### config.mk
export PLATFORM = sky130hd
export DESIGN_NAME = arbiter
export DESIGN_NICKNAME = d
export VERILOG_FILES = /design/src/source/bus_pkg.sv /design/src/source/arbiter.sv
export VERILOG_INCLUDE_DIRS = /design/src /design/src/source
export SDC_FILE = /design/constraint.sdc
export NUM_CORES = 1
export LEC_CHECK = 0
export BUFFER_PORTS_ARGS = -buffer_cell sky130_fd_sc_hd__buf_2
export CORE_AREA = 5 5 338 340
export DETAILED_ROUTE_END_ITERATION = 10
export DIE_AREA = 0 0 343 345
export PLACE_DENSITY = 0.3
export SKIP_CTS_REPAIR_TIMING = 1
export SYNTH_ARGS = -nofsm -noshare
export SYNTH_HDL_FRONTEND = slang
export SYNTH_SLANG_ARGS = --single-unit
export TNS_END_PERCENT = 30
### constraint.sdc
create_clock -name clk_i -period 2.5 [get_ports clk_i]
set_input_delay 0.5 -clock clk_i [delete_from_list [all_inputs] [get_ports clk_i]]
set_output_delay 0.5 -clock clk_i [all_outputs]
set_load 0.02 [all_outputs]
### src/source/mem_subsys_params.svh
`ifndef MEM_SUBSYS_PARAMS_SVH
`define MEM_SUBSYS_PARAMS_SVH

// Bus widths
`define ADDR_WIDTH        32
`define WORD_WIDTH        32
`define DATA_WIDTH_CACHE  128
`define LINE_BYTE_BITS    4    // Byte offset inside a line

// Instruction cache geometry
`define ICACHE_LINES      16
`define ICACHE_INDEX_BITS 4
`define ICACHE_WORD_BITS  2    // Word select inside a line

// Backing memory, indexed by address bits 11 to 4
`define MEM_LINES         256
`define MEM_INDEX_BITS    8
`define MEM_LATENCY       3

// Low data addresses land at an offset of 0x800
`define DATA_REMAP_HI     19
`define DATA_REMAP_LO     16
`define DATA_REMAP_OFFSET 32'h0000_0800

`endif

### src/source/bus_pkg.sv
`include "mem_subsys_params.svh"

package bus_pkg;

    // Byte address as seen by every requester
    typedef logic [`ADDR_WIDTH-1:0] addr_t;

    // One cache line, the unit moved by the backing memory
    typedef logic [`DATA_WIDTH_CACHE-1:0] line_t;

    // One instruction word
    typedef logic [`WORD_WIDTH-1:0] word_t;

endpackage

### src/source/arbiter.sv
`timescale 1ns/1ps
`include "mem_subsys_params.svh"

module arbiter (
    input  logic           clk_i,
    input  logic           rst_ni,
    // Instruction cache side
    input  bus_pkg::addr_t i_addr_i,
    input  logic           i_cs_i,
    input  bus_pkg::line_t i_wdata_i,
    input  logic           i_we_i,
    output bus_pkg::line_t i_rdata_o,
    output logic           i_rvalid_o,
    // Data side
    input  bus_pkg::addr_t d_addr_i,
    input  logic           d_cs_i,
    input  bus_pkg::line_t d_wdata_i,
    input  logic           d_we_i,
    output bus_pkg::line_t d_rdata_o,
    output logic           d_rvalid_o,
    // Backing memory
    output bus_pkg::addr_t addr_o,
    output bus_pkg::line_t wdata_o,
    output logic           we_o,
    output logic           cs_o,
    input  bus_pkg::line_t rdata_i,
    input  logic           rvalid_i
);
    import bus_pkg::*;

    typedef enum logic [1:0] {IDLE, I_CACHE, MEM} arb_state_t;  // Owner of the read in flight

    arb_state_t state_q, state_d;

    logic  i_cs_gnt;
    logic  d_cs_gnt;
    logic  d_remap;
    addr_t d_addr_mapped;

    // Chip select is only raised to start a request
    always_comb begin
        case (state_q)
            I_CACHE: begin
                i_cs_gnt = 1'b0;
                d_cs_gnt = ~i_cs_i & d_cs_i;
            end
            MEM: begin
                i_cs_gnt = i_cs_i & ~d_cs_i;  // Waiting fetch starts once the data read is done
                d_cs_gnt = d_we_i;
            end
            default: begin
                i_cs_gnt = i_cs_i;
                d_cs_gnt = d_cs_i;
            end
        endcase
    end

    always_comb begin
        state_d = state_q;
        case (state_q)
            IDLE: begin
                if (i_cs_i)                  state_d = I_CACHE;
                else if (d_cs_i && !d_we_i)  state_d = MEM;
            end
            I_CACHE: begin
                if (!i_cs_i && (!d_cs_i || d_we_i)) state_d = IDLE;
                else if (!i_cs_i && d_cs_i)         state_d = MEM;
            end
            MEM: begin
                if (!i_cs_i && (!d_cs_i || d_we_i)) state_d = IDLE;
                else if (i_cs_i && (!d_cs_i || d_we_i)) state_d = I_CACHE;
            end
            default: state_d = IDLE;
        endcase
    end

    // Response steering
    always_comb begin
        i_rdata_o  = '0;
        i_rvalid_o = 1'b0;
        d_rdata_o  = '0;
        d_rvalid_o = 1'b0;
        if (state_q == I_CACHE) begin
            i_rdata_o  = rdata_i;
            i_rvalid_o = rvalid_i;
        end else if (state_q == MEM) begin
            d_rdata_o  = rdata_i;
            d_rvalid_o = rvalid_i;
        end
    end

    always_ff @(posedge clk_i) begin
        if (!rst_ni) begin
            state_q <= IDLE;
        end else begin
            state_q <= state_d;
        end
    end

    assign d_remap       = (d_addr_i[`DATA_REMAP_HI:`DATA_REMAP_LO] == '0);
    assign d_addr_mapped = d_remap ?
        {d_addr_i[`ADDR_WIDTH-1:`LINE_BYTE_BITS], {`LINE_BYTE_BITS{1'b0}}} + `DATA_REMAP_OFFSET :
        d_addr_i;

    assign cs_o    = i_cs_gnt | d_cs_gnt;
    assign addr_o  = i_cs_i ? i_addr_i : d_addr_mapped;
    assign wdata_o = i_cs_i ? i_wdata_i : d_wdata_i;
    assign we_o    = i_cs_i ? i_we_i : (d_cs_i & d_we_i);

endmodule

## Word level (Yosys, flattened, before mapping)

Cells that the tools add are included.

| storage, ports and cells | value |
|---|---|
| register bits after elaboration | 2 |
| input port bits | 455 |
| word-level logic and storage cells | 43 |

| operators by class | value |
|---|---|
| equal/unequal tests | 5 |
| add/subtract/negate cells | 1 |
| bitwise gates (word level) | 6 |
| muxes and demuxes | 19 |
| reduce and logical (&&, ||, !) cells | 11 |

Operators with widths:

| cell | count |
|---|---|
| $mux W128 | 4 |
| $mux W32 | 2 |
| $add A32 B12 Y32 const B | 1 |
| $mux W2 | 6 |
| $ne A3 B3 Y1 const B | 3 |
| $pmux W2 S3 | 1 |
| $logic_and A1 B1 Y1 | 4 |
| $logic_not A4 Y1 | 1 |
| $mux W1 | 4 |
| $pmux W1 S2 | 2 |
| $and A1 B1 Y1 | 3 |
| $logic_not A1 Y1 | 3 |
| $reduce_and A3 Y1 | 1 |
| $eq A2 B1 Y1 const B | 1 |
| $eq A2 B2 Y1 const B | 1 |
| $logic_not A2 Y1 | 1 |
| $not A1 Y1 | 2 |
| $logic_or A1 B1 Y1 | 1 |
| $or A1 B1 Y1 | 1 |

## Depth between registers and ports, before layout

| depth | value |
|---|---|
| depth after elaboration | 6 |
| mapped depth | 6 |
| mapped depth without buffers | 5 |

## Worst setup path after synthesis

Ideal clock, no wire load.

| timing | value |
|---|---|
| path type | input to output |
| from | input port d_addr_i[18] |
| to | output port addr_o[14] |
| stages | 4 |
| arrival | 1806 ps |
| path slack | 194 ps |
| required time | 2000 ps |
| path through | or4_4 > buf_6 > or4_1 > nand3_1 |

| between the ends | value |
|---|---|
| cells in the longest elaborated chain, start to end | 3 |

RTL lines:

| element | line | RTL |
|---|---|---|
| start: declaration | arbiter.sv:15 | `input bus_pkg::addr_t d_addr_i,` |
| $logic_not A4 Y1 | arbiter.sv:100 | `` assign d_remap = (d_addr_i[`DATA_REMAP_HI:`DATA_REMAP_LO] == '0); `` |
| $mux W32 | arbiter.sv:101 | `assign d_addr_mapped = d_remap ?` |
| $mux W32 | arbiter.sv:106 | `assign addr_o = i_cs_i ? i_addr_i : d_addr_mapped;` |
| end: declaration | arbiter.sv:22 | `output bus_pkg::addr_t addr_o,` |

Every way passes these cells.

## Final worst setup path

Same ends and word-level chain as after synthesis.

==> results.md <==
- Hold EP: state_q[0]$_SDFFE_PN0P_
- Fin Setup TNS: 0 ps
- Routed WL: 69.8 mm
- Relative slew slack: 0.627
- Reg2reg start: state_q[1]$_SDFFE_PN0P_
- Share of cells above drive strength 1: 0.767
- Worst Max-Slew Pin Slew: 559 ps
- Die Ht: 345 um
- Reg2Reg Depth: 6
- Max Cap Viol: 0
- Peak supply drop: 0.175 mV
- # IOs: 875
- Clock Path Buffers: 2
- Dominant cell type by area after synthesis: mux2_2
- Leakage: 5.59 nW
- CTS tree: built
- Starting DRT DRC Count: 311
- Worst Hold Depth: 3
- Largest net degree at the start of global routing: 115
- CP max-delay cell: or4_4
- Yosys top cell area share: 0.426
- Clock Latency Late Sink: 220 ps
- Largest regs: state_q x2
- Max-slew violations: 0
- Unrepaired setup endpoints after global routing: false
- WL/cell: 24.0 um
- Required time of the worst setup path: 2000 ps
- Max reg flops: 2
- Post-route DRC: 0
- Clock power share: 0.103
- Crit path largest cell delay: 580 ps
- Register bank with the most flops: state_q
- Row Count: 123
- Ys Warns: 0
- Final setup violation count: 0
- Maximum clock rate: 410 MHz
- Chip width: 343 um
- Distinct cell type count after synthesis: 32
- Crit path max fanout: 7
- Switch share: 0.535
- CP arrival: 1940 ps
- Num CTS Buffers: 3
- Top post-synthesis cells by area: mux2_2 43%, and2_1 41%, clkbuf_1 3.2%, nand2_1 1.7%, buf_2 1.6%
- Post-Syn Instances: 527
- Flop pwr share: 0.016
- Core area: 0.111 mm^2
- Clock sink count: 2
- Flops & latches, synth: 2
- Post-synthesis instance area: 0.00397 mm^2
- Pint: 1.08 mW
- Routed vias: 7,869
- R2R Path End: state_q[1]$_SDFFE_PN0P_
- DP HPWL: 67.1 mm
- Outcome: complete, no violations
- Vias in the first global route: 7,781
- Hold Crit Class: input pin to flip-flop
- Fin crit share: 0.977
- CP endpoint kind: primary output
- Startpoint Class: input pin
- Setup CP Type: input pin to primary output
- Clock tree root buffer cell: clkbuf_16
- Overflow left after global routing: 0
- Final nets: 1,848
- Final hold vios: 0
- Crit-path cells: buf_2 -> or4_4 -> or4_1 -> nand3_1 -> buf_2
- CTS clk-pin slew, worst paths: 30 ps
- Avg Inst Size Synth: 7.53 um^2
- Initial antenna violation count: 134
- GPL Wtd Cong: 0.886
- Filler cells: 13,300
- IO Port Bufs: 874
- Synthesis-to-layout area growth: 164%
- Skew final: 2.08 ps
- DR pass1 iterations: 4
- Initial core utilization: 0.0357
- Buffers & Inverters on Critical Path: 2
- Most used cell, CP: buf_2
- Post-route minimum period: 2440 ps
- CP delay by family, top: simple AND/OR/NAND/NOR gates
- R2R Setup Slk: 940 ps
- Overall global routing resource usage: 0.110
- Comb power frac: 0.881
- Antenna Nets Post-Route: 0
- Die ar.: 0.118 mm^2
- Sequential-to-total area share from yosys stat: 0.0101
- Mapped Nets: 987
- Final core occ: 0.0943
- Vias per cell: 2.71
- Power density over the cells: 221 mW/mm^2
- P_sw: 1.24 mW
- First-pass GRT wire length: 85.6 mm
- H-tree levels: 1
- Critical hold path startpoint: rst_ni
## per-stage QoR
| stage | power (mW) | instances | hold slack (ps) | cell area (um^2) | worst slack [ps] |
|---|---|---|---|---|---|
| after floorplan | 1.06 | 527 | 469 | 3970 | 194 |
| after global placement | 2.12 | 2883 | 625 | 10300 | 18.0 |
| after detailed placement | 2.12 | 2883 | 618 | 10300 | 45.1 |
| after global routing | 2.48 | 2887 | 633 | 10400 | 10.7 |
| final | 2.32 | 2909 | 598 | 10500 | 58.3 |
| after CTS | 2.37 | 2886 | 602 | 10400 | 40.9 |
## logic make-up (layout without fill, tap and decap cells)
family                     after synthesis  in the layout  synth area share
xor gates and xnor gates                 1              1           0.00221
adders and majority gates                5              5            0.0158
muxes                                  152            152             0.431
and+or+nand+nor                        292            292             0.449
DFF                                      2              2            0.0101
buffers and inverters                   54            913            0.0571
other                                    0             23                 0
AOI/OAI and AO/OA                       21             21            0.0353
## cells in the mapped netlist
| master | number |
|---|---|
| o21ai_0 | 9 |
| o31ai_1 | 2 |
| nor4b_1 | 1 |
| inv_1 | 5 |
| o2111ai_1 | 1 |
| a21oi_1 | 1 |
| a21boi_0 | 1 |
| mux2_2 | 150 |
| buf_6 | 1 |
| nor4_1 | 1 |
| clkbuf_1 | 34 |
| or4_1 | 2 |
| o21a_1 | 1 |
| mux2i_1 | 2 |
| and2_1 | 258 |
| o311a_1 | 1 |
| nor2_1 | 2 |
| ha_1 | 5 |
| nand3_1 | 4 |
| a211o_1 | 2 |
| nand2b_1 | 1 |
| nand2_1 | 18 |
| o211ai_1 | 2 |
| buf_1 | 1 |
| buf_2 | 13 |
| xnor2_1 | 1 |
| nand3b_1 | 1 |
| dfxtp_1 | 2 |
| nor3_1 | 1 |
| o2bb2ai_1 | 1 |
| nor2b_1 | 2 |
| or4_4 | 1 |
## how the worst max path moves through the flow
stage | start | endpoint | slack (ps) | cells past startpoint
floorplan | d_addr_i[18] | addr_o[14] | 190 | 4
global placement | d_addr_i[18] | addr_o[15] | 20 | 5
detailed placement | d_addr_i[19] | addr_o[14] | 50 | 5
CTS | d_addr_i[19] | addr_o[14] | 40 | 5
global route | d_addr_i[18] | addr_o[14] | 10 | 5
finish | d_addr_i[18] | addr_o[14] | 60 | 5
## layout by cell type (no fill, tap or decap), drive strengths merged, types with 3 or more instances in the layout
cell,instances
nand2,18
diode,23
o21ai,9
or4,3
inv,5
buf,904
clkbuf,4
nand3,4
ha,5
mux2,150
and2,258
## tightest hold or removal path, cell delays in order
cell,delay [ps]
buf_2,120
nand2_1,60
mux2i_1,70
## area by class of cell
| cell class | count | area, um^2 | share of cell area |
|---|---|---|---|
| antenna | 23 | 57.6 | 0.00549 |
| clock buffer | 3 | 75.1 | 0.00715 |
| inverter | 5 | 18.8 | 0.00179 |
| multi-input combinational | 471 | 3730 | 0.355 |
| sequential | 2 | 40.0 | 0.00382 |
| tap | 1500 | 1880 | 0.179 |
| timing repair buffer | 905 | 4690 | 0.447 |
## per-layer routing
metal	global-route usage	up-vias	routed length [um]
met1	0.126	3444	26300
met5	0	-	383
met3	0.0524	212	9070
met4	0.00480	58	1350
li1	-	3497	-
met2	0.195	658	32800
## power by group through the flow
stage	clock network (mW)	logic [mW]	registers [mW]
after CTS	0.244	2.09	0.0362
final	0.240	2.05	0.0362
after detailed placement	0	2.09	0.0366
after floorplan	0	1.02	0.0372
after global routing	0.246	2.20	0.0365
after global placement	0	2.09	0.0366
Power figures use the tool's default switching activity.
