[src/source/mem_subsys_params.svh]
`ifndef MEM_SUBSYS_PARAMS_SVH
`define MEM_SUBSYS_PARAMS_SVH

// Bus widths
`define ADDR_WIDTH        32
`define WORD_WIDTH        32
`define DATA_WIDTH_CACHE  128
`define LINE_BYTE_BITS    4    // Byte offset inside a line

// Instruction cache geometry
`define ICACHE_LINES      16
`define ICACHE_INDEX_BITS 4
`define ICACHE_WORD_BITS  2    // Word select inside a line

// Backing memory, indexed by address bits 11 to 4
`define MEM_LINES         256
`define MEM_INDEX_BITS    8
`define MEM_LATENCY       3

// Low data addresses land at an offset of 0x800
`define DATA_REMAP_HI     19
`define DATA_REMAP_LO     16
`define DATA_REMAP_OFFSET 32'h0000_0800

`endif

[src/source/bus_pkg.sv]
`include "mem_subsys_params.svh"

package bus_pkg;

    // Byte address as seen by every requester
    typedef logic [`ADDR_WIDTH-1:0] addr_t;

    // One cache line, the unit moved by the backing memory
    typedef logic [`DATA_WIDTH_CACHE-1:0] line_t;

    // One instruction word
    typedef logic [`WORD_WIDTH-1:0] word_t;

endpackage

[src/source/cache_pkg.sv]
`include "mem_subsys_params.svh"

package cache_pkg;

    // Address bits above the line index
    typedef logic [`ADDR_WIDTH-`LINE_BYTE_BITS-`ICACHE_INDEX_BITS-1:0] tag_t;

    // Selects one of the cache lines
    typedef logic [`ICACHE_INDEX_BITS-1:0] index_t;

    // Selects the word inside a line
    typedef logic [`ICACHE_WORD_BITS-1:0] offset_t;

    // Controller states
    typedef enum logic [1:0] {
        LOOKUP,   // Idle, tag compare on request
        REFILL,   // Waiting for the line from memory
        RESPOND   // Refilled word is on the fetch port
    } icache_state_t;

endpackage

[src/source/icache.sv]
`timescale 1ns/1ps
`include "mem_subsys_params.svh"

module icache (
    input  logic           clk_i,
    input  logic           rst_ni,
    input  logic           fetch_req_i,
    input  bus_pkg::addr_t fetch_addr_i,
    output bus_pkg::word_t fetch_data_o,
    output logic           fetch_valid_o,
    output logic           mem_cs_o,
    output bus_pkg::addr_t mem_addr_o,
    input  bus_pkg::line_t mem_rdata_i,
    input  logic           mem_rvalid_i
);
    import bus_pkg::*;
    import cache_pkg::*;

    line_t line_q [`ICACHE_LINES];
    tag_t  tag_q  [`ICACHE_LINES];
    logic [`ICACHE_LINES-1:0] valid_q;

    icache_state_t state_q, state_d;

    tag_t    req_tag;
    index_t  req_index;
    offset_t req_offset;

    // Request fields kept for the refill
    tag_t    miss_tag_q;
    index_t  miss_index_q;
    offset_t miss_offset_q;

    logic lookup_en;
    logic hit;
    logic refill_done;

    function automatic word_t word_sel(input line_t line, input offset_t off);
        word_sel = line[off*`WORD_WIDTH +: `WORD_WIDTH];
    endfunction

    assign {req_tag, req_index, req_offset} =
        fetch_addr_i[`ADDR_WIDTH-1:`LINE_BYTE_BITS-`ICACHE_WORD_BITS];

    // A new fetch may arrive in the RESPOND cycle as well
    assign lookup_en   = fetch_req_i && (state_q != REFILL);
    assign hit         = valid_q[req_index] && (tag_q[req_index] == req_tag);
    assign refill_done = (state_q == REFILL) && mem_rvalid_i;

    always_comb begin
        state_d = state_q;
        case (state_q)
            LOOKUP, RESPOND: state_d = (lookup_en && !hit) ? REFILL : LOOKUP;
            REFILL:          if (mem_rvalid_i) state_d = RESPOND;
            default:         state_d = LOOKUP;
        endcase
    end

    always_ff @(posedge clk_i) begin
        if (!rst_ni) begin
            state_q       <= LOOKUP;
            valid_q       <= '0;
            fetch_valid_o <= 1'b0;
        end else begin
            state_q       <= state_d;
            fetch_valid_o <= (lookup_en && hit) || refill_done;
            if (refill_done) begin
                valid_q[miss_index_q] <= 1'b1;
            end
        end
    end

    always_ff @(posedge clk_i) begin
        if (lookup_en) begin
            miss_tag_q    <= req_tag;
            miss_index_q  <= req_index;
            miss_offset_q <= req_offset;
        end
        if (lookup_en && hit) begin
            fetch_data_o <= word_sel(line_q[req_index], req_offset);
        end
        if (refill_done) begin
            line_q[miss_index_q] <= mem_rdata_i;
            tag_q[miss_index_q]  <= miss_tag_q;
            fetch_data_o         <= word_sel(mem_rdata_i, miss_offset_q);  // Bypass the array
        end
    end

    // Held from the miss through the rvalid cycle
    assign mem_cs_o   = (state_q == REFILL);
    assign mem_addr_o = {miss_tag_q, miss_index_q, {`LINE_BYTE_BITS{1'b0}}};

endmodule

[config.mk]
export PLATFORM = sky130hd
export DESIGN_NAME = icache
export DESIGN_NICKNAME = d
export VERILOG_FILES = /design/src/source/bus_pkg.sv /design/src/source/cache_pkg.sv /design/src/source/icache.sv
export VERILOG_INCLUDE_DIRS = /design/src /design/src/source
export SDC_FILE = /design/constraint.sdc
export NUM_CORES = 2
export LEC_CHECK = 0
export BUFFER_PORTS_ARGS = -buffer_cell sky130_fd_sc_hd__buf_2
export CORE_MARGIN = 4
export CORE_UTILIZATION = 35
export CTS_CLUSTER_SIZE = 14
export DETAILED_ROUTE_END_ITERATION = 7
export MAX_ROUTING_LAYER = met4
export PLACE_DENSITY = 0.49
export SYNTH_ARGS = -nofsm -noshare
export SYNTH_HDL_FRONTEND = slang
export SYNTH_SLANG_ARGS = --single-unit
[constraint.sdc]
create_clock -name clk_i -period 22.6 [get_ports clk_i]
set_input_delay 4.52 -clock clk_i [delete_from_list [all_inputs] [get_ports clk_i]]
set_output_delay 4.52 -clock clk_i [all_outputs]
set_load 0.03 [all_outputs]
; Yosys cells after proc, flatten, opt, wreduce, memory -nomap -nowiden
; Memory sizes are Yosys's and may differ from the RTL's.
; Index checks and enable logic that the tools add are counted.
[totals]
register_bits = 81
mem_bits_rw = 2432
input_bits = 164
output_inout_bits = 66
elab_cells = 42
mem_count = 2
[memory_table]
columns = memory, words, word_bits, rd, rd_ports_with_merged_regs, wr, line
row1 = line_q, 16, 128, 1, 0, 1, icache.sv:19  ; line_t line_q [`ICACHE_LINES];
row2 = tag_q, 16, 24, 1, 0, 1, icache.sv:20  ; tag_t tag_q [`ICACHE_LINES];
[classes]
n_lt_le_gt_ge = 3
eq_ne = 5
n_shift = 2
mux = 11
bitwise_logic = 1
reduce_logical = 11
[op_table]
columns = op, count
row1 = indexed part select 128 x 8 -> 32 bit, 2
row2 = 2-to-1 mux 32 bit, 2
row3 = == test 24 bit, 1
row4 = bitwise OR 16 bit, 1
row5 = "less-than comparator 4 x 5 -> 1 bit, second input constant", 2
row6 = logical AND 1 bit, 6
row7 = 2-to-1 mux 1 bit, 5
row8 = binary-select mux 1 bit (select 4 bit), 1
row9 = demux 1 bit (select 4 bit), 1
row10 = ">= comparator 4 x 1 -> 1 bit, second input constant", 1
row11 = "inequality test 2 x 1 -> 1 bit, second input constant", 2
row12 = one-hot mux 2 bit (2 select lines), 1
row13 = "== test 2 x 1 -> 1 bit, second input constant", 1
row14 = "== test 2 bit, second input constant", 1
row15 = logical NOT 2 bit, 1
row16 = 2-to-1 mux 2 bit, 1
row17 = nonzero test 2 bit, 1
row18 = OR reduction 2 bit, 1
row19 = logical NOT 1 bit, 1
row20 = logical OR 1 bit, 1

; Longest topological paths before layout
[logic_depth]
ltp_word = 7
depth_mapped = 12

; Least setup slack after synthesis
; OpenSTA, ideal clock, no wires.
[synth_timing]
path_type = input -> register
startpoint = input port mem_rvalid_i
endpoint = memory line_q[0][0] (netlist bit) (enable)
setup_ps = 852
t_arrival_ps = 15342
t_required_ps = 21748
path_slack_ps = 6406
stages = 3
path_buffers = 0
cell_sequence = nand2_1 or3_1 nor3_1
[synth_between]
elab_chain_len = 3
[synth_lines]
columns = item, line
row1 = from (decl), icache.sv:14  ; input logic mem_rvalid_i
row2 = logical AND 1 bit, icache.sv:48  ; assign refill_done = (state_q == REFILL) && mem_rvalid_i;
row3 = 2-to-1 mux 1 bit, icache.sv:82  ; if (refill_done) begin
row4 = 2-to-1 mux 1 bit (not written as such), icache.sv:83  ; line_q[miss_index_q] <= mem_rdata_i;
row5 = to (decl), icache.sv:19
; Every way passes these cells.

; Worst setup path in the final report
[layout_timing]
startpoint = input port fetch_addr_i[4]
endpoint = register fetch_data_o[7] (enable)
[layout_between]
elab_chain_len = 5
[layout_lines]
columns = item, line
row1 = from (decl), icache.sv:8  ; input bus_pkg::addr_t fetch_addr_i,
row2 = memory read (16 x 24 bit) or binary-select mux 1 bit (select 4 bit) (tied branches), --
row3 = == test 24 bit or 2-to-1 mux 1 bit (tied branches), icache.sv:47  ; assign hit = valid_q[req_index] && (tag_q[req_index] == req_tag);
row4 = logical AND 1 bit *, icache.sv:47
row5 = logical AND 1 bit *, icache.sv:79  ; if (lookup_en && hit) begin
row6 = nonzero test 2 bit (no line) *, --
row7 = to (signal assigned), icache.sv:80  ; fetch_data_o <= word_sel(line_q[req_index], req_offset);
row8 = to (signal assigned), icache.sv:85  ; fetch_data_o <= word_sel(mem_rdata_i, miss_offset_q);
row9 = to (decl), icache.sv:9  ; output bus_pkg::word_t fetch_data_o,
; Mark *: on every way between the ends. The rest lies on a longest branch, timed or not. The select of a mux whose other input is x is not followed.
; A chain may end at the register's enable or synchronous reset.

==> flow_metrics.env <==
export IMPL_synth_area_sq_mm=0.0962
export IMPL_min_to="valid_q[3]$_SDFFE_PN0P_"
export IMPL_cts_tree="built"
export IMPL_grt_max_degree=123
export IMPL_combPwrFrac=0.047
export IMPL_path_common_cell="buf_4"
export IMPL_r2r_start="state_q[0]$_SDFFE_PN0P_"
export IMPL_timing_worst_setup_path_type="input pin to register"
export IMPL_hold_violations=0
export IMPL_layout_common_cells="2,494 x edfxtp_1, 796 x mux4_2, 298 x clkbuf_16"
export IMPL_ys_flop_type="edfxtp_1"
export IMPL_cellLeakagePower_nw=34.1
export IMPL_synth_edf_count=2494
export IMPL_layout_commonest_cell="edfxtp_1"
export IMPL_min_from="valid_q[3]$_SDFFE_PN0P_"
export IMPL_worstMarginPinSlew_ns=1.21
export IMPL_finalCriticalPeriod_ns=9.88
export IMPL_yosysWarnings=0
export IMPL_ctsLongestPathBuffers=4
export IMPL_antenna_found_initial=74
export IMPL_grt_pass1_vias=46044
export IMPL_h_tree_depth=5
export IMPL_drive_above_1_share=0.336
export IMPL_ys_types=51
export IMPL_drtIter0Drc=3985
export IMPL_critPathSlowestCell="buf_4"
export IMPL_synth_seq_cells=2513
export IMPL_core_sq_mm=0.274
export IMPL_crit_fanout=52
export IMPL_arrival_ns=10.40
export IMPL_holdPathStages=1
export IMPL_vias=43041
export IMPL_cp_cell_sequence="buf_8, buf_4, buf_4, mux4_2, a22o_1, a221oi_2, xor2_1, nand4b_1, nor4_1, nand4_1, o21ai_4, buf_4, buf_4"
export IMPL_yosysTopAreaCell="edfxtp_1"
export IMPL_finalMaxSlewViolations=0
export IMPL_portBuffers=223
export IMPL_synth_seq_area_share=0.782
export IMPL_die_y_um=532
export IMPL_start_util=0.352
export IMPL_min_path_type="register to register"
export IMPL_finalSetupViolations=0
export IMPL_p_sw_frac=0.209
export IMPL_slew_headroom=0.191
export IMPL_drc_errors=0
export IMPL_setup_tns_ns=0
export IMPL_cts_setup_buffers=0
export IMPL_vias_per_cell=5.33
export IMPL_p_sw_w=0.00206
export IMPL_r2r_setup_slack_ns=17.07
export IMPL_peakVddDrop_v=0.0000776
export IMPL_area_growth_pct=14.7
export IMPL_crit_family="buffers and inverters"
export IMPL_rsz0062_at_grt="no"
export IMPL_cts_root_buf="clkbuf_16"
export IMPL_power_frac_clock=0.428
export IMPL_start_kind="input pin"
export IMPL_clock_skew_ns=0.0680
export IMPL_synth_area_per_cell_sq_um=25.0
export IMPL_rows=192
export IMPL_power_frac_seq=0.525
export IMPL_post_route_period_util=0.437
export IMPL_p_per_area_mw_per_mm2=89.4
export IMPL_postCtsResizedCells=0
export IMPL_wl_per_cell_um=29.9
export IMPL_end_kind="register"
export IMPL_p_int_w=0.00781
export IMPL_numClockSinks=2513
export IMPL_antenna_left=0
export IMPL_required_ns=23.12
export IMPL_reg2reg_depth=7
export IMPL_die_area_sq_mm=0.283
export IMPL_grt_pass1_wl_um=348000
export IMPL_dp_hpwl_um=121000
export IMPL_die_w_um=532
export IMPL_async_flop_share=0
export IMPL_clkSlewWorstSetupHoldPaths_ns=0.06
export IMPL_ios=230
export IMPL_wirelength_um=241000
export IMPL_path_buf_inv=5
export IMPL_grt_remaining_overflow=0
export IMPL_firstDrtPassIters=6
export IMPL_clk_latency_ns=0.91
export IMPL_synthCells=3846
export IMPL_reg2reg_to="line_q[14][80]$_DFFE_PP_"
export IMPL_nNetsFinal=4412
export IMPL_yosysTopAreaCellShare=0.778
export IMPL_critPathMaxStageDelay_ns=0.88
export IMPL_cts_buffers=291
export IMPL_max_freq_mhz=101
export IMPL_outcome="finished, final reports clean"
export IMPL_grt_usage=0.174
export IMPL_gp_congestion=0.697
export IMPL_drv_cap=0
export IMPL_fin_util=0.403
export IMPL_hold_buffers=0
export IMPL_synth_area_leaders="edfxtp_1 78%, mux4_2 19%, nand2_1 0.46%, mux2i_1 0.41%, buf_2 0.40%"
-- final cells by class --
cell class                      instances  area, sq um
Clock buffer                          376         7750
Tap cell                             3589         4490
Clock inverter                        115          672
Timing Repair Buffer                  311         1990
Sequential cell                      2513        75300
Antenna cell                           37         92.6
Multi-Input combinational cell       1126        20100
Inverter                                5         18.8
Fill cell                           23805       163000
-- synthesized netlist by cell type, types with 7 or more instances --
cell      count
buf_1        31
xor2_1       12
buf_2        77
nor2b_1       7
o21a_1       16
nand2_1     117
mux4_2      796
dfxtp_1      19
edfxtp_1   2494
mux2i_1      39
xnor2_1      21
buf_4        11
clkbuf_1     78
buf_6         8
nor2_1       22
o22ai_1       7
mux2_2       12
nand2b_1     10
-- registers in the layout, summed over array words and instances (netlist names), 2 cells and up --
register / flops
line_q: 2048
tag_q: 384
fetch_data_o: 32
miss_tag_q: 24
valid_q: 16
miss_index_q: 4
miss_offset_q: 2
state_q: 2
-- cell families after synthesis --
| group | count (synthesis) | synth area share |
|---|---|---|
| buffers and inverters | 210 | 0.0102 |
| other | 1 | 0.0000390 |
| flip-flops | 2513 | 0.782 |
| AND/OR/NAND/NOR | 184 | 0.00830 |
| multiplexers | 847 | 0.192 |
| AO/OA/AOI/OAI | 58 | 0.00438 |
| XOR/XNOR | 33 | 0.00300 |
-- worst reg2reg max path, stage by stage, from the launching register on --
cell and delay (ns):
dfxtp_1 0.32, nor2b_1 0.40, and2_4 0.48, buf_4 0.79, nand3_1 0.54, nor2_4 0.96
buf_4 0.81, buf_4 0.78
-- layer usage --
metal | vias to the layer above | routed length, um | GRT usage
met5 | - | 0 | -
met4 | 0 | 5890 | 0.0441
met3 | 426 | 13400 | 0.0315
met2 | 1171 | 116000 | 0.272
met1 | 23837 | 106000 | 0.239
li1 | 17607 | - | -
-- power by group through the flow --
| stage | combinational, W | sequential [W] | clock (W) |
|---|---|---|---|
| after global routing | 0.000505 | 0.00518 | 0.00456 |
| after CTS | 0.000481 | 0.00518 | 0.00435 |
| final | 0.000467 | 0.00518 | 0.00423 |
| after global placement | 0.000476 | 0.00528 | 0 |
| after detailed placement | 0.000480 | 0.00528 | 0 |
| after floorplan | 0.000279 | 0.00529 | 0 |
-- through the flow --
step | power (W) | cells | area [sq um] | setup slack, ns | hold WS, ns
CTS | 0.0100 | 8035 | 110000 | 12.59 | 0.466
global route | 0.0102 | 8064 | 110000 | 12.30 | 0.476
finish | 0.00987 | 8072 | 110000 | 12.72 | 0.466
detailed placement | 0.00576 | 7544 | 102000 | 11.63 | 0.453
global placement | 0.00575 | 7544 | 102000 | 11.60 | 0.442
floorplan | 0.00557 | 3849 | 96200 | 6.41 | 0.435
-- worst max-delay path by stage --
stage / start / to / depth (start not counted)
6_report: fetch_addr_i[4] / fetch_data_o[7]$_DFFE_PP_ / 13
5_1_grt: fetch_addr_i[4] / fetch_data_o[6]$_DFFE_PP_ / 13
4_1_cts: fetch_addr_i[4] / fetch_data_o[6]$_DFFE_PP_ / 13
3_5_place_dp: fetch_addr_i[4] / fetch_data_o[14]$_DFFE_PP_ / 13
3_3_place_gp: fetch_addr_i[4] / fetch_data_o[13]$_DFFE_PP_ / 13
2_1_floorplan: mem_rvalid_i / line_q[0][0]$_DFFE_PP_ / 3
(Power assumes the default switching activity.)
